### config.mk
export PLATFORM = sky130hd
export DESIGN_NAME = rv_decode_top
export DESIGN_NICKNAME = d
export VERILOG_FILES = /design/src/rv_decode_pkg.sv /design/src/rv_decode_top.sv /design/src/decode_cfg.sv /design/src/pc_tracker.sv /design/src/op_decoder.sv /design/src/pipe_stage.sv
export VERILOG_INCLUDE_DIRS = /design/src /design/src/src
export SDC_FILE = /design/constraint.sdc
export NUM_CORES = 1
export LEC_CHECK = 0
export BUFFER_PORTS_ARGS = -buffer_cell sky130_fd_sc_hd__buf_4
export CAP_MARGIN = 25
export CORE_MARGIN = 3
export CORE_UTILIZATION = 50
export DETAILED_ROUTE_END_ITERATION = 16
export PLACE_DENSITY = 0.83
export SLEW_MARGIN = 20
export SYNTH_ARGS = -nofsm -noshare
export SYNTH_HDL_FRONTEND = slang
export SYNTH_SLANG_ARGS = --single-unit
### constraint.sdc
create_clock -name clk -period 9 [get_ports clk]
set_input_delay 0.45 -clock clk [delete_from_list [all_inputs] [get_ports clk]]
set_output_delay 0.45 -clock clk [all_outputs]
set_load 0.01 [all_outputs]
### src/rv_decode_consts.svh
// Widths, reset values and RV32 major opcodes for the decode stage, included by the package and RTL
`ifndef RV_DECODE_CONSTS_SVH
`define RV_DECODE_CONSTS_SVH

// ------------------------------
// Widths

// Data, address and instruction word width
`define DEC_XLEN          32
`define DEC_REGADDR_W     5
`define DEC_ILL_CNT_W     16

// ------------------------------
// Reset values

`define DEC_RESET_VECTOR  32'h0000_0080
`define DEC_RESET_M_EN    1'b1

// ------------------------------
// Major opcodes, bits [6:0] of the instruction word

`define DEC_OPC_LOAD      7'b0000011
`define DEC_OPC_STORE     7'b0100011
`define DEC_OPC_BRANCH    7'b1100011
`define DEC_OPC_JAL       7'b1101111
`define DEC_OPC_JALR      7'b1100111
`define DEC_OPC_LUI       7'b0110111
`define DEC_OPC_AUIPC     7'b0010111
`define DEC_OPC_OPIMM     7'b0010011
`define DEC_OPC_OP        7'b0110011
`define DEC_OPC_FENCE     7'b0001111
`define DEC_OPC_SYSTEM    7'b1110011

`endif
### src/rv_decode_pkg.sv
// Enumerated types and packed structs shared by the decode stage RTL and its testbench
`default_nettype none
`include "rv_decode_consts.svh"

package rv_decode_pkg;

	// ------------------------------
	// Control encodings

	typedef enum logic [3:0] {
		ALUOP_ADD, ALUOP_SUB, ALUOP_SLL, ALUOP_LT, ALUOP_LTU, ALUOP_XOR,
		ALUOP_SRL, ALUOP_SRA, ALUOP_OR, ALUOP_AND, ALUOP_RS2, ALUOP_MULDIV
	} aluop_e;

	// Order follows funct3 of the M extension
	typedef enum logic [2:0] {
		MULOP_MUL, MULOP_MULH, MULOP_MULHSU, MULOP_MULHU,
		MULOP_DIV, MULOP_DIVU, MULOP_REM, MULOP_REMU
	} mulop_e;

	typedef enum logic [3:0] {
		MEMOP_NONE, MEMOP_LB, MEMOP_LH, MEMOP_LW, MEMOP_LBU,
		MEMOP_LHU, MEMOP_SB, MEMOP_SH, MEMOP_SW
	} memop_e;

	typedef enum logic [1:0] {BCOND_NEVER, BCOND_ZERO, BCOND_NZERO, BCOND_ALWAYS} bcond_e;

	typedef enum logic [2:0] {
		EXCEPT_NONE, EXCEPT_ILLEGAL, EXCEPT_FAULT, EXCEPT_ECALL, EXCEPT_EBREAK
	} except_e;

	typedef enum logic {ALUSRCA_RS1, ALUSRCA_PC} alusrc_a_e;
	typedef enum logic {ALUSRCB_RS2, ALUSRCB_IMM} alusrc_b_e;

	// ------------------------------
	// Payloads

	// Instruction word as fetched, err marks a faulting fetch
	typedef struct packed {
		logic [`DEC_XLEN-1:0] instr;
		logic                 err;
	} fetch_t;

	typedef struct packed {
		logic [`DEC_XLEN-1:0]      pc;
		logic [`DEC_XLEN-1:0]      imm;
		logic [`DEC_REGADDR_W-1:0] rs1;
		logic [`DEC_REGADDR_W-1:0] rs2;
		logic [`DEC_REGADDR_W-1:0] rd;
		alusrc_a_e                 alusrc_a;
		alusrc_b_e                 alusrc_b;
		aluop_e                    aluop;
		mulop_e                    mulop;
		memop_e                    memop;
		bcond_e                    branchcond;
		logic                      addr_is_regoffs;
		except_e                   except;
	} dec_t;

	typedef struct packed {
		logic [`DEC_ILL_CNT_W-1:0] ill_count;
		logic                      m_en;
	} cfg_status_t;

	typedef struct packed {
		logic m_en;
		logic clr_count;
	} cfg_write_t;

endpackage

`default_nettype wire

### src/rv_decode_top.sv
// Decode stage top level joining fetch slice, decoder, PC tracker, configuration and output slice
`timescale 1ns/1ps
`default_nettype none
`include "rv_decode_consts.svh"

module rv_decode_top import rv_decode_pkg::*; (
	input  logic                 clk,
	input  logic                 rst_n,

	input  logic                 in_valid_i,
	output logic                 in_ready_o,
	input  fetch_t               in_data_i,

	output logic                 out_valid_o,
	input  logic                 out_ready_i,
	output dec_t                 out_data_o,

	input  logic                 jump_valid_i,
	input  logic [`DEC_XLEN-1:0] jump_target_i,

	input  logic                 cfg_wr_i,
	input  cfg_write_t           cfg_wdata_i,
	output cfg_status_t          cfg_rdata_o
);

	fetch_t               fetch_data;
	logic                 fetch_valid;
	logic                 fetch_ready;
	dec_t                 dec_data;
	logic [`DEC_XLEN-1:0] dec_pc;
	logic                 m_en;
	logic                 issue;
	logic                 issue_illegal;

	// ------------------------------
	// Issue is the move from the fetch slice into the output slice

	assign issue         = fetch_valid && fetch_ready;
	assign issue_illegal = issue && dec_data.except == EXCEPT_ILLEGAL;

	pipe_stage #(.T_PAYLOAD(fetch_t)) u_fetch_stage (
		.clk         (clk),
		.rst_n       (rst_n),
		.in_valid_i  (in_valid_i),
		.in_ready_o  (in_ready_o),
		.in_data_i   (in_data_i),
		.out_valid_o (fetch_valid),
		.out_ready_i (fetch_ready),
		.out_data_o  (fetch_data)
	);

	op_decoder u_op_decoder (
		.fetch_i (fetch_data),
		.pc_i    (dec_pc),
		.m_en_i  (m_en),
		.dec_o   (dec_data)
	);

	pc_tracker u_pc_tracker (
		.clk           (clk),
		.rst_n         (rst_n),
		.issue_i       (issue),
		.jump_valid_i  (jump_valid_i),
		.jump_target_i (jump_target_i),
		.pc_o          (dec_pc)
	);

	decode_cfg u_decode_cfg (
		.clk             (clk),
		.rst_n           (rst_n),
		.cfg_wr_i        (cfg_wr_i),
		.cfg_wdata_i     (cfg_wdata_i),
		.issue_illegal_i (issue_illegal),
		.m_en_o          (m_en),
		.cfg_rdata_o     (cfg_rdata_o)
	);

	pipe_stage #(.T_PAYLOAD(dec_t)) u_dec_stage (
		.clk         (clk),
		.rst_n       (rst_n),
		.in_valid_i  (fetch_valid),
		.in_ready_o  (fetch_ready),
		.in_data_i   (dec_data),
		.out_valid_o (out_valid_o),
		.out_ready_i (out_ready_i),
		.out_data_o  (out_data_o)
	);

endmodule

`default_nettype wire

### src/decode_cfg.sv
// Decode configuration register with M-extension enable and saturating illegal-instruction count
`timescale 1ns/1ps
`default_nettype none
`include "rv_decode_consts.svh"

module decode_cfg import rv_decode_pkg::*; (
	input  logic        clk,
	input  logic        rst_n,

	input  logic        cfg_wr_i,
	input  cfg_write_t  cfg_wdata_i,
	input  logic        issue_illegal_i,

	output logic        m_en_o,
	output cfg_status_t cfg_rdata_o
);

	logic                      m_en_q;
	logic [`DEC_ILL_CNT_W-1:0] ill_count_q;

	assign m_en_o                = m_en_q;
	assign cfg_rdata_o.m_en      = m_en_q;
	assign cfg_rdata_o.ill_count = ill_count_q;

	always_ff @(posedge clk or negedge rst_n) begin
		if (!rst_n) begin
			m_en_q <= `DEC_RESET_M_EN;
		end else if (cfg_wr_i) begin
			m_en_q <= cfg_wdata_i.m_en;
		end
	end

	// Clear wins over a count on the same edge, the count sticks at all ones
	always_ff @(posedge clk or negedge rst_n) begin
		if (!rst_n) begin
			ill_count_q <= '0;
		end else if (cfg_wr_i && cfg_wdata_i.clr_count) begin
			ill_count_q <= '0;
		end else if (issue_illegal_i && ill_count_q != '1) begin
			ill_count_q <= ill_count_q + 1'b1;
		end
	end

endmodule

`default_nettype wire

### src/pc_tracker.sv
// PC of the next instruction to issue, stepped by 4 per issue and loaded by a jump redirect
`timescale 1ns/1ps
`default_nettype none
`include "rv_decode_consts.svh"

module pc_tracker (
	input  logic                 clk,
	input  logic                 rst_n,

	input  logic                 issue_i,
	input  logic                 jump_valid_i,
	input  logic [`DEC_XLEN-1:0] jump_target_i,

	output logic [`DEC_XLEN-1:0] pc_o
);

	// Only whole 32-bit words reach this stage
	localparam logic [`DEC_XLEN-1:0] PC_STEP = 4;

	logic [`DEC_XLEN-1:0] pc_q;

	assign pc_o = pc_q;

	// An issue on the redirect edge keeps the old PC, the target applies after it
	always_ff @(posedge clk or negedge rst_n) begin
		if (!rst_n) begin
			pc_q <= `DEC_RESET_VECTOR;
		end else if (jump_valid_i) begin
			pc_q <= jump_target_i;
		end else if (issue_i) begin
			pc_q <= pc_q + PC_STEP;
		end
	end

endmodule

`default_nettype wire

### src/op_decoder.sv
// Combinational RV32IM decode of one fetched word into the decoded control struct
`timescale 1ns/1ps
`default_nettype none
`include "rv_decode_consts.svh"

module op_decoder import rv_decode_pkg::*; (
	input  fetch_t               fetch_i,
	input  logic [`DEC_XLEN-1:0] pc_i,
	input  logic                 m_en_i,
	output dec_t                 dec_o
);

	localparam logic [`DEC_REGADDR_W-1:0] X0 = '0;
	localparam logic [`DEC_XLEN-1:0] LINK_OFFS = 4;

	logic [`DEC_XLEN-1:0] instr;
	logic [6:0]           opcode;
	logic [2:0]           funct3;
	logic [6:0]           funct7;
	logic [`DEC_XLEN-1:0] imm_i;
	logic [`DEC_XLEN-1:0] imm_s;
	logic [`DEC_XLEN-1:0] imm_b;
	logic [`DEC_XLEN-1:0] imm_u;
	logic                 illegal;

	// ALU op shared by OP and OP-IMM, alt selects SUB or SRA
	function automatic aluop_e alu_from_funct(input logic [2:0] f3, input logic alt);
		case (f3)
			3'b000:  alu_from_funct = alt ? ALUOP_SUB : ALUOP_ADD;
			3'b001:  alu_from_funct = ALUOP_SLL;
			3'b010:  alu_from_funct = ALUOP_LT;
			3'b011:  alu_from_funct = ALUOP_LTU;
			3'b100:  alu_from_funct = ALUOP_XOR;
			3'b101:  alu_from_funct = alt ? ALUOP_SRA : ALUOP_SRL;
			3'b110:  alu_from_funct = ALUOP_OR;
			default: alu_from_funct = ALUOP_AND;
		endcase
	endfunction

	assign instr  = fetch_i.instr;
	assign opcode = instr[6:0];
	assign funct3 = instr[14:12];
	assign funct7 = instr[31:25];

	assign imm_i = {{21{instr[31]}}, instr[30:20]};
	assign imm_s = {{21{instr[31]}}, instr[30:25], instr[11:7]};
	assign imm_b = {{20{instr[31]}}, instr[7], instr[30:25], instr[11:8], 1'b0};
	assign imm_u = {instr[31:12], 12'h000};

	always_comb begin
		dec_o                 = '0;
		dec_o.pc              = pc_i;
		dec_o.imm             = imm_i;
		dec_o.rs1             = instr[19:15];
		dec_o.rs2             = instr[24:20];
		dec_o.rd              = instr[11:7];
		dec_o.alusrc_a        = ALUSRCA_RS1;
		dec_o.alusrc_b        = ALUSRCB_RS2;
		dec_o.aluop           = ALUOP_ADD;
		dec_o.mulop           = MULOP_MUL;
		dec_o.memop           = MEMOP_NONE;
		dec_o.branchcond      = BCOND_NEVER;
		dec_o.addr_is_regoffs = 1'b0;
		dec_o.except          = EXCEPT_NONE;
		illegal               = 1'b0;

		case (opcode)
			`DEC_OPC_OPIMM: begin
				dec_o.alusrc_b = ALUSRCB_IMM;
				dec_o.rs2      = X0;
				dec_o.aluop    = alu_from_funct(funct3, funct3 == 3'b101 && funct7[5]);
				if (funct3 == 3'b001) begin
					illegal = funct7 != 7'b0000000;
				end else if (funct3 == 3'b101) begin
					illegal = funct7 != 7'b0000000 && funct7 != 7'b0100000;
				end
			end
			`DEC_OPC_OP: begin
				dec_o.aluop = alu_from_funct(funct3, funct7[5]);
				if (funct7 == 7'b0000001) begin
					// M extension, legal only while enabled
					dec_o.aluop = ALUOP_MULDIV;
					dec_o.mulop = mulop_e'(funct3);
					illegal     = !m_en_i;
				end else if (funct7 == 7'b0100000) begin
					illegal = funct3 != 3'b000 && funct3 != 3'b101;
				end else begin
					illegal = funct7 != 7'b0000000;
				end
			end
			`DEC_OPC_LUI: begin
				dec_o.imm      = imm_u;
				dec_o.alusrc_b = ALUSRCB_IMM;
				dec_o.aluop    = ALUOP_RS2;
				dec_o.rs1      = X0;
				dec_o.rs2      = X0;
			end
			`DEC_OPC_AUIPC: begin
				dec_o.imm      = imm_u;
				dec_o.alusrc_a = ALUSRCA_PC;
				dec_o.alusrc_b = ALUSRCB_IMM;
				dec_o.rs1      = X0;
				dec_o.rs2      = X0;
			end
			`DEC_OPC_JAL, `DEC_OPC_JALR: begin
				// The ALU forms the link address pc + 4
				dec_o.imm        = LINK_OFFS;
				dec_o.alusrc_a   = ALUSRCA_PC;
				dec_o.alusrc_b   = ALUSRCB_IMM;
				dec_o.branchcond = BCOND_ALWAYS;
				dec_o.rs2        = X0;
				if (opcode == `DEC_OPC_JAL) begin
					dec_o.rs1 = X0;
				end else begin
					dec_o.addr_is_regoffs = 1'b1;
					illegal               = funct3 != 3'b000;
				end
			end
			`DEC_OPC_BRANCH: begin
				dec_o.imm        = imm_b;
				dec_o.rd         = X0;
				dec_o.aluop      = !funct3[2] ? ALUOP_SUB : funct3[1] ? ALUOP_LTU : ALUOP_LT;
				dec_o.branchcond = (funct3[0] ^ funct3[2]) ? BCOND_NZERO : BCOND_ZERO;
				illegal          = funct3[2:1] == 2'b01;
			end
			`DEC_OPC_LOAD: begin
				dec_o.addr_is_regoffs = 1'b1;
				dec_o.rs2             = X0;
				case (funct3)
					3'b000:  dec_o.memop = MEMOP_LB;
					3'b001:  dec_o.memop = MEMOP_LH;
					3'b010:  dec_o.memop = MEMOP_LW;
					3'b100:  dec_o.memop = MEMOP_LBU;
					3'b101:  dec_o.memop = MEMOP_LHU;
					default: illegal = 1'b1;
				endcase
			end
			`DEC_OPC_STORE: begin
				dec_o.imm             = imm_s;
				dec_o.addr_is_regoffs = 1'b1;
				dec_o.aluop           = ALUOP_RS2;
				dec_o.rd              = X0;
				case (funct3)
					3'b000:  dec_o.memop = MEMOP_SB;
					3'b001:  dec_o.memop = MEMOP_SH;
					3'b010:  dec_o.memop = MEMOP_SW;
					default: illegal = 1'b1;
				endcase
			end
			`DEC_OPC_FENCE: begin
				// Executes as a no-op, FENCE.I is not supported
				dec_o.rs2 = X0;
				illegal   = funct3 != 3'b000;
			end
			`DEC_OPC_SYSTEM: begin
				dec_o.rs1 = X0;
				dec_o.rs2 = X0;
				dec_o.rd  = X0;
				if (instr[31:7] == 25'h0000000) begin
					dec_o.except = EXCEPT_ECALL;
				end else if (instr[31:7] == {12'h001, 13'h0000}) begin
					dec_o.except = EXCEPT_EBREAK;
				end else begin
					illegal = 1'b1;
				end
			end
			default: illegal = 1'b1;
		endcase

		// A fetch fault outranks whatever the word decoded to
		if (fetch_i.err || illegal) begin
			dec_o.rs1        = X0;
			dec_o.rs2        = X0;
			dec_o.rd         = X0;
			dec_o.memop      = MEMOP_NONE;
			dec_o.branchcond = BCOND_NEVER;
			dec_o.except     = fetch_i.err ? EXCEPT_FAULT : EXCEPT_ILLEGAL;
		end
	end

endmodule

`default_nettype wire

### src/pipe_stage.sv
// One-entry valid/ready register slice, instantiated with the payload type it carries
`timescale 1ns/1ps
`default_nettype none

module pipe_stage #(
	parameter type T_PAYLOAD = logic
) (
	input  logic     clk,
	input  logic     rst_n,

	input  logic     in_valid_i,
	output logic     in_ready_o,
	input  T_PAYLOAD in_data_i,

	output logic     out_valid_o,
	input  logic     out_ready_i,
	output T_PAYLOAD out_data_o
);

	logic     valid_q;
	T_PAYLOAD data_q;

	// Accept when empty, or when the held item leaves on this same edge
	assign in_ready_o  = !valid_q || out_ready_i;
	assign out_valid_o = valid_q;
	assign out_data_o  = data_q;

	always_ff @(posedge clk or negedge rst_n) begin
		if (!rst_n) begin
			valid_q <= 1'b0;
		end else if (in_ready_o) begin
			valid_q <= in_valid_i;
		end
	end

	always_ff @(posedge clk) begin
		if (in_valid_i && in_ready_o) begin
			data_q <= in_data_i;
		end
	end

endmodule

`default_nettype wire

# Word level (Yosys, flattened, before mapping)
# Cells that the tools add are included.
dict set report classes {
  n_addsub 2
  n_eq_ne 25
  muxes 41
  bitwise 1
  reduce_logical 32
}
# operator count
set ops {}
lappend ops {{case mux 32 bit (4 select lines)} 1}
lappend ops {{two-way mux 32 bit} 2}
lappend ops {{case mux 4 bit (7 select lines)} 2}
lappend ops {{adder 32 x 3 -> 32 bit (second input constant)} 1}
lappend ops {{two-way mux 16 bit} 2}
lappend ops {{== test 7 x 6 -> 1 bit (second input constant)} 4}
lappend ops {{== test 7 bit (second input constant)} 4}
lappend ops {{== test 25 x 14 -> 1 bit (second input constant)} 1}
lappend ops {{zero test 25 bit} 1}
lappend ops {{adder 16 x 1 -> 16 bit (second input constant)} 1}
lappend ops {{two-way mux 1 bit} 16}
lappend ops {{inequality test 16 bit (second input constant)} 1}
lappend ops {{case mux 4 bit (4 select lines)} 1}
lappend ops {{two-way mux 3 bit} 5}
lappend ops {{case mux 3 bit (5 select lines)} 1}
lappend ops {{== test 7 x 5 -> 1 bit (second input constant)} 2}
lappend ops {{case mux 4 bit (3 select lines)} 1}
lappend ops {{case mux 5 bit (2 select lines)} 1}
lappend ops {{OR reduction 5 bit} 2}
lappend ops {{== test 3 bit (second input constant)} 3}
lappend ops {{case mux 1 bit (9 select lines)} 1}
lappend ops {{OR reduction 3 bit} 3}
lappend ops {{OR reduction 9 bit} 1}
lappend ops {{logical AND 1 bit} 8}
lappend ops {{25 further kinds} 36}
dict set report totals {
  reg_bits 182
  input_bits 73
  out_inout_bits 117
  word_cells 121
}

# Longest topological paths before layout
# Gate-level depths: netlist (run 1).
dict set report depth {
  word_depth 12
  depth_mapped 10
  depth_no_buf 8
}

# Hierarchy
# Synthesis (run 1) repeated with hierarchy kept, for this count alone.
dict set report unflattened {
  cells_unflattened 702
  hier_area_um2 8453.1
}
# module n_inst cells_each area_per_inst_um2 seq_area_each_um2
set by_module_without_submodules {}
lappend by_module_without_submodules {{pipe_stage (u_dec_stage)} 1 102 2996.6 2967.8}
lappend by_module_without_submodules {pc_tracker 1 211 1846.8 802.0}
lappend by_module_without_submodules {op_decoder 1 241 1530.2 0.0}
lappend by_module_without_submodules {{pipe_stage (u_fetch_stage)} 1 37 1044.8 1016.0}
lappend by_module_without_submodules {decode_cfg 1 108 1016.0 426.7}
lappend by_module_without_submodules {rv_decode_top 1 3 18.8 0.0}

# Worst setup path before layout (run 1)
# No wires, ideal clock.
dict set report synth_path {
  path_type {input -> register}
  startpoint {in out_ready_i}
  endpoint {reg u_pc_tracker.pc_q[11], in the netlist u_pc_tracker.pc_o[11]}
  setup_time_ns 0.133
  t_arrival_ns 3.826
  required_ns 8.867
  path_slack_ns 5.041
  stages 6
  n_path_buf 0
  cell_sequence {nand2b_1 > nand2_1 > clkinv_1 > and4_1 > xnor2_1 > o21ai_0}
}
dict set report synth_via {
  elab_chain_cells 3
}
# item line_no
set synth_lines {}
lappend synth_lines {{from (decl)} rv_decode_top.sv:15} ;# input logic out_ready_i,
lappend synth_lines {{logical OR 1 bit} pipe_stage.sv:24} ;# assign in_ready_o = !valid_q || out_ready_i;
lappend synth_lines {{logical AND 1 bit} rv_decode_top.sv:38} ;# assign issue = fetch_valid && fetch_ready;
lappend synth_lines {{named net issue} rv_decode_top.sv:32} ;# logic issue;
lappend synth_lines {{nonzero test 2 bit (no source line)} -}
lappend synth_lines {{to (signal assigned)} pc_tracker.sv:27} ;# pc_q <= `DEC_RESET_VECTOR;
lappend synth_lines {{to (signal assigned)} pc_tracker.sv:29} ;# pc_q <= jump_target_i;
lappend synth_lines {{to (signal assigned)} pc_tracker.sv:31} ;# pc_q <= pc_q + PC_STEP;
lappend synth_lines {{to (decl)} pc_tracker.sv:20} ;# logic [`DEC_XLEN-1:0] pc_q;
# The timed path passes the listed nets, and every way through them passes these cells.
# A chain may end at the register's enable or synchronous reset.

# Final worst setup path (run 1)
dict set report layout_path {
  startpoint {reg u_fetch_stage.data_q (netlist bit u_fetch_stage.out_data_o[6])}
  endpoint {reg u_dec_stage.data_q (netlist bit u_dec_stage.out_data_o[31]), data pin}
}
dict set report layout_via {
  elab_chain_cells 4
  elab_cells_between_ends 19
  classes_between {eq/ne (11); mux (4); reduce/logical (4)}
}
# item line_no
set layout_lines {}
lappend layout_lines {{from (decl)} pipe_stage.sv:21} ;# T_PAYLOAD data_q;
lappend layout_lines {{from (signal assigned)} pipe_stage.sv:38} ;# data_q <= in_data_i;
lappend layout_lines {{== test 7 bit, or another cell as far along} op_decoder.sv:67} ;# case (opcode)
lappend layout_lines {{two-way mux 1 bit, or another cell as far along} op_decoder.sv:112} ;# if (opcode == `DEC_OPC_JAL) begin
lappend layout_lines {{case mux 1 bit (9 select lines)} op_decoder.sv:67}
lappend layout_lines {{logical OR 1 bit} op_decoder.sv:171} ;# if (fetch_i.err || illegal) begin
lappend layout_lines {{to (signal assigned)} pipe_stage.sv:38}
lappend layout_lines {{to (decl)} pipe_stage.sv:21}
# Several ways; a longest one is shown, not always the timed one.

==> results of run 1 <==
-- layout by cell type, fill, tap and decap left out, types with 4 or more instances in the layout --
cell type / n
nor4_1: 8
dfrtp_1: 49
and4_1: 4
o21ai_1: 4
inv_1: 6
edfxtp_1: 131
xor2_1: 21
nand3_1: 26
buf_4: 190
o21ai_0: 49
or3_1: 13
and2_1: 22
nor3_1: 8
a21o_1: 19
nand4_1: 10
a21oi_1: 23
clkbuf_16: 17
nor2_1: 22
nand2b_1: 8
xnor2_1: 12
nand2_1: 65
and3_1: 19
a22o_1: 4
-- power groups by stage --
stage	Sequential [W]	Combinational, W	Clock, W
final	0.00103	0.000203	0.000695
after detailed placement	0.00104	0.000205	0
after global placement	0.00104	0.000201	0
after CTS	0.00103	0.000206	0.000705
after global routing	0.00103	0.000223	0.000741
after floorplan	0.00105	0.0000841	0
-- per-stage QoR --
step	setup slack, ns	area, um2	power [W]	instances	hold WS (ns)
after floorplan	5.041	7802	0.001131	616	0.1544
after global placement	6.192	9371	0.001241	988	0.4361
after detailed placement	6.125	9371	0.001247	988	0.4404
after CTS	6.122	9922	0.001936	1020	0.07466
after global routing	5.864	9926	0.001996	1020	0.1064
final	6.087	9926	0.001924	1020	0.05416
-- worst paths after layout --
check                                             from                            to  slack [ns]
max                        u_fetch_stage.out_data_o[6]    u_dec_stage.out_data_o[31]        6.09
min reg2reg                       u_pc_tracker.pc_o[0]    u_dec_stage.out_data_o[66]        0.46
max in group asynchronous                        rst_n          u_pc_tracker.pc_o[9]        8.49
min                                              rst_n         u_pc_tracker.pc_o[31]        0.05
max reg2reg                u_fetch_stage.out_data_o[6]    u_dec_stage.out_data_o[31]        6.09
min in group clk                         in_data_i[26]  u_fetch_stage.out_data_o[26]        0.20
-- cell families after synthesis --
family | count (synthesis) | share of synthesized area (%)
simple gates | 235 | 16.68
flops | 182 | 66.81
xor+xnor | 33 | 3.704
buf+inv | 37 | 2.036
mux | 4 | 0.5612
fa+ha+maj | 2 | 0.3207
compound gates | 123 | 9.894
-- critical path, stage by stage, from the launching register on --
cell and delay, ns:
edfxtp_1 0.65, inv_1 0.35, a21boi_1 0.12, o32ai_2 0.28, o2111ai_2 0.19, or3_4 0.44, nor3_1 0.53, and2_1 0.22
-- metal layers --
layer | part of all wire [%] | wire length [um] | vias up | GRT usage, %
met2 | 49 | 8990 | 219 | 32.63
li1 | - | - | 2639 | -
met1 | 43 | 7937 | 2726 | 30.28
met3 | 5.9 | 1079 | 28 | 4.756
met5 | 0 | 0 | - | 0
met4 | 2.1 | 383 | 0 | 7.441
-- state kept, by name (all words and copies together), names as in the netlist --
| signal | count |
|---|---|
| u_pc_tracker.pc_o | 32 |
| u_decode_cfg.ill_count_q | 16 |
| u_dec_stage.out_data_o | 98 |
| u_decode_cfg.m_en_o | 1 |
| u_fetch_stage.out_data_o | 33 |
| u_fetch_stage.out_valid_o | 1 |
| u_dec_stage.out_valid_o | 1 |
-- cell type report --
class                           instances  area share (%)
Multi-Input combinational cell        397           24.51
Timing Repair Buffer                  191           14.48
Sequential cell                       182           52.51
Inverter                                7          0.2899
Clock inverter                         11           1.008
Tap cell                              211           2.660
Clock buffer                           21           4.538
==> metrics.yaml, run 1 <==
required_ns: 9.29
synth_top_flop_cell: "edfxtp_1"
nets: 871
setup_violations: 0
post_cts_resized: 0
hold_viol: 0
clk_path_buf_depth: 2
grt_overflow: 0
drive_above_1_share_pct: 30.41
yosysUniqueCellTypes: 64
multi_input_area_um2: 2432
p_seq_share_pct: 53.3
crit_type: "reg -> reg"
worstMarginPinSlew_ns: 0.8748
syn_nets: 691
std_cell_rows: 45
syn_area_um2: 7802
synth_edf_count: 131
fin_skew_ns: 0.008236
path_max_fanout: 20
postCtsSetupBuffers: 0
hpwlAfterDp_um: 12890
ioPinCount: 190
synth_top_area_share_pct: 50.42
n_fill_cell: 1130
port_buffers: 189
grt_max_degree: 90
power_leakage_nw: 3.998
grt_pass1_vias: 5125
internal-power_w: 0.001463
yosysTopAreaCell: "edfxtp_1"
powerDensity_nw_per_um2: 193.8
crit_path_start_kind: "register"
fmax_ghz: 0.3433
drt-total-wl_um: 18390
min_period_over_period_pct: 32.36
ant_nets: 0
wl_per_cell_um: 18.03
clk-insertion-delay-late_ns: 0.43
rsz0062_at_grt: "no"
initial_core_util_pct: 51.14
cts_buffers: 17
area_growth_pct: 27.21
die_x_um: 130.9
gp_congestion: 0.8799
synth_area_per_cell_um2: 12.67
vias_per_cell: 5.502
synth-seq-area-share_pct: 66.81
outcome: "finished, final reports clean"
antennaDiodeCount: 0
switching_power_w: 0.0004605
setup_tns_ns: 0
cts.root.buffer_cell: "clkbuf_16"
drv_slew: 0
cap_violations: 0
async_flop_share_pct: 28.02
ir_drop_mv: 0.1190
clockPowerShare_pct: 36.1
min_period_ns: 2.913
grt.total_usage_pct: 21.29
ys_ff_latch: 182
end_kind: "register"
num_vias: 5612
drt_iter0_drc: 605
clkTransAtPathRegs_ns: 0.07
utilization_pct: 65.05
drc: 0
relSlewSlack_pct: 41.68
hold_class: "in -> async"
synth.most_common_cell: "edfxtp_1"
coreArea_um2: 15260
r2r_cells: 7
h-tree-depth: 4
yosysWarnings: 0
dieArea_um2: 17140
crit_arrival_ns: 3.21
p_sw_share_pct: 23.94
cts_tree: "done"
synth_common_cells: "edfxtp_1 (131), nand2_1 (65), dfrtp_1 (49), o21ai_0 (49), nand3_1 (26)"
grt_pass1_wl_um: 27650
clock_sinks: 182
synthTopCellsByArea: "edfxtp_1 (50%), dfrtp_1 (16%), o21ai_0 (3.1%)"
postSynthCellCount: 616
antenna_found_initial: 0
dr.pass1.iters: 5
ctsHoldBuffers: 0
register_area_um2: 5213
die_h_um: 130.9
comb_power_share_pct: 10.6
Power figures use the tool's default switching activity.
==> run 2: changes to the inputs <==
--- a/config.mk
+++ b/config.mk
@@ -9,9 +9,9 @@
 export BUFFER_PORTS_ARGS = -buffer_cell sky130_fd_sc_hd__buf_4
 export CAP_MARGIN = 25
 export CORE_MARGIN = 3
-export CORE_UTILIZATION = 50
+export CORE_UTILIZATION = 48
 export DETAILED_ROUTE_END_ITERATION = 16
-export PLACE_DENSITY = 0.83
+export PLACE_DENSITY = 0.84
 export SLEW_MARGIN = 20
 export SYNTH_ARGS = -nofsm -noshare
 export SYNTH_HDL_FRONTEND = slang
==> constraint.sdc (replaced) <==
create_clock -name clk -period 2.6 [get_ports clk]
set_input_delay 0.13 -clock clk [delete_from_list [all_inputs] [get_ports clk]]
set_output_delay 0.13 -clock clk [all_outputs]
set_load 0.01 [all_outputs]
==> metrics.yaml, run 2 (same netlist as run 1, synthesis figures left out) <==
n_fill_cell: 1028  # was 1,130
cts_tree: "done"  # unchanged
dpl_cell_area_um2: 9694  # was 9371 um2
rsz0062_at_grt: "yes"  # was no
power_leakage_nw: 4.536  # was 3.998 nW
grt_pass1_vias: 6308  # was 5,125
dr.pass1.iters: 5  # unchanged
wl_met2_um: 10850  # was 8990 um
r2r-start: "u_fetch_stage.out_data_o[3]"  # was u_fetch_stage.out_data_o[6]
cts_buffers: 17  # unchanged
drv_slew: 0  # unchanged
clock_sinks: 182  # unchanged
setup_tns_ns: 0  # unchanged
wl_per_cell_um: 19.21  # was 18.03 um
max_stage_delay_ns: 0.45  # was 0.65 ns
cap_violations: 0  # unchanged
multi_input_area_um2: 2539  # was 2432 um2
crit_chain: "or3b_4 > nor4_1 > a31oi_2 > a211oi_4 > o31ai_4 > buf_6 > buf_6 > or3_1 > a21oi_1"  # was inv_1 > a21boi_1 > o32ai_2 > o2111ai_2 > or3_4 > nor3_1 > and2_1
whs_ns: 0.04498  # was 0.05416 ns
met3_length_um: 1611  # was 1079 um
drt_iter0_drc: 563  # was 605
required_ns: 2.94  # was 9.29 ns
dieArea_um2: 17820  # was 17,140 um2
hold_class: "in -> reg"  # was in -> async
fmax_ghz: 0.3917  # was 0.3433 GHz
std_cell_rows: 45  # unchanged
ant_nets: 0  # unchanged
drt-met1-wl_um: 8550  # was 7937 um
relSlewSlack_pct: 53.42  # was 41.68%
min_period_ns: 2.553  # was 2.913 ns
hold_path_end: "u_decode_cfg.ill_count_q[1]"
mostFrequentLayoutCells: "buf_4 (228), edfxtp_1 (131), dlygate4sd3_1 (70)"  # was buf_4 (190), edfxtp_1 (131), nand2_1 (65)
hpwlAfterDp_um: 13680  # was 12,890 um
ioPinCount: 190  # unchanged
cp_common_cell: "buf_6"
clkTransAtPathRegs_ns: 0.07  # about the same
drive_above_1_share_pct: 32.54  # was 30.41%
path_max_fanout: 8  # was 20
grt.total_usage_pct: 24.21  # was 21.29%
crit_type: "reg -> reg"  # unchanged
hp-start: "cfg_wdata_i[0]"
clk_path_buf_depth: 2  # unchanged
crit_path_start_kind: "register"  # unchanged
die_h_um: 133.5  # was 130.9 um
area_growth_pct: 42.35  # was 27.21%
path_buf_inv: 2  # was 1
grt_max_degree: 63  # was 90
largest_reg_flops: 98  # unchanged
powerDensity_nw_per_um2: 615.9  # was 193.8 nW/um2
outcome: "finished, final reports clean"  # unchanged
dp.cells: 1026  # was 988
nets: 985  # was 871
worstMarginPinSlew_ns: 0.6987  # was 0.8748 ns
fin_skew_ns: 0.01094  # was 0.008236 ns
r2r_cells: 9  # was 7
crit_arrival_ns: 2.90  # was 3.21 ns
ir_drop_mv: 0.4811  # was 0.1190 mV
finalNonFillerCells: 1134  # was 1,020
die_x_um: 133.5  # was 130.9 um
holdPathStages: 4
grt_pass1_wl_um: 33510  # was 27,650 um
rrSetupSlack_ns: 0.05  # was 6.09 ns
h-tree-depth: 4  # unchanged
end_kind: "register"  # unchanged
drc: 0  # unchanged
crit_family: "simple AND/OR/NAND/NOR gates"  # unchanged
drt-total-wl_um: 21790  # was 18,390 um
coreArea_um2: 15540  # was 15,260 um2
reg2reg_to: "u_decode_cfg.ill_count_q[6]"  # was u_dec_stage.out_data_o[31]
top_layer: "met4"  # unchanged
initial_core_util_pct: 50.21  # was 51.14%
antenna_found_initial: 0  # unchanged
vias_per_cell: 5.571  # was 5.502
port_buffers: 189  # unchanged
final_common_cell: "buf_4"  # unchanged
grt_overflow: 0  # unchanged
final_area_um2: 11110  # was 9926 um2
setup_violations: 0  # unchanged
num_vias: 6317  # was 5,612
hold_viol: 0  # unchanged
clk-insertion-delay-late_ns: 0.43  # about the same
cts.root.buffer_cell: "clkbuf_16"  # unchanged
min_period_over_period_pct: 98.19  # was 32.36%
crit_slowest_cell: "or3b_4"  # was edfxtp_1
gp_congestion: 0.9049  # was 0.8799
register_area_um2: 5213  # unchanged
[run 2: cell count changes in the layout (fill, tap and decap cells not counted), sizes merged]
| cell | previous run | this run |
|---|---|---|
| inv | 11 | 9 |
| diode | 0 | 1 |
| dlygate4sd3 | 0 | 70 |
| buf | 191 | 234 |
| clkinv | 3 | 6 |
| clkbuf | 21 | 20 |
[run 2: area by class of cell]
| class | count | area share (%) |
|---|---|---|
| Multi-Input combinational cell | 397 | 22.86 |
| Clock buffer | 19 | 3.898 |
| Clock inverter | 12 | 0.9463 |
| Antenna cell | 1 | 0.02253 |
| Tap cell | 211 | 2.377 |
| Inverter | 7 | 0.2591 |
| Sequential cell | 182 | 46.93 |
| Timing Repair Buffer | 305 | 22.71 |
[run 2: what timing repair did]
| action | in CTS | in global routing |
|---|---|---|
| pin swaps | 0 | 16 |
| endpoints found under the setup margin | 6 | 23 |
| hold buffers | 70 | 0 |
| setup buffers | 0 | 4 |
| gates resized for setup | 2 | 17 |
| gates cloned | 0 | 2 |
| hold endpoints to repair | 117 | 0 |
[run 2: layer usage]
| metal | vias up | global-route usage (%) |
|---|---|---|
| met3 | 57 | 5.060 |
| met4 | 0 | 11.49 |
| met5 | - | 0 |
| met1 | 3044 | 31.12 |
| li1 | 2874 | - |
| met2 | 342 | 39.56 |
[run 2: worst max-delay path by stage]
stage	from	cells past startpoint	slack (ns)	to
after floorplan	u_dec_stage.out_valid_o	6	0.07	u_pc_tracker.pc_o[11]
after global routing	u_fetch_stage.out_data_o[27]	9	-0.04	u_decode_cfg.ill_count_q[11]
after CTS	u_fetch_stage.out_data_o[31]	8	0.006	u_decode_cfg.ill_count_q[11]
after global placement	u_fetch_stage.out_data_o[14]	7	0.04	u_dec_stage.out_data_o[26]
final	u_fetch_stage.out_data_o[3]	9	0.05	u_decode_cfg.ill_count_q[6]
after detailed placement	u_fetch_stage.out_data_o[31]	8	-0.05	u_decode_cfg.ill_count_q[11]
[run 2: metrics by stage]
stage	total power, W	util [%]	setup slack, ns
final	0.006841	71.47	0.04695
after detailed placement	0.004365	62.38	-0.04557
after floorplan	0.003908	-	0.07164
after CTS	0.006806	70.48	0.006444
after global placement	0.004344	62.38	0.04393
after global routing	0.007077	71.46	-0.03969
[run 2: tightest hold or removal path: cells and delay by family]
family,cells,cell delay (ns)
AND/OR/NAND/NOR,2,0.16
AO/OA/AOI/OAI,1,0.07
buffers and inverters,1,0.08
[run 2: power breakdown]
part	total [W]	switching [W]	internal, W
combinational	0.000915	0.000454	0.000461
sequential	0.00353	0.000150	0.00338
clock	0.00239	0.00108	0.00131
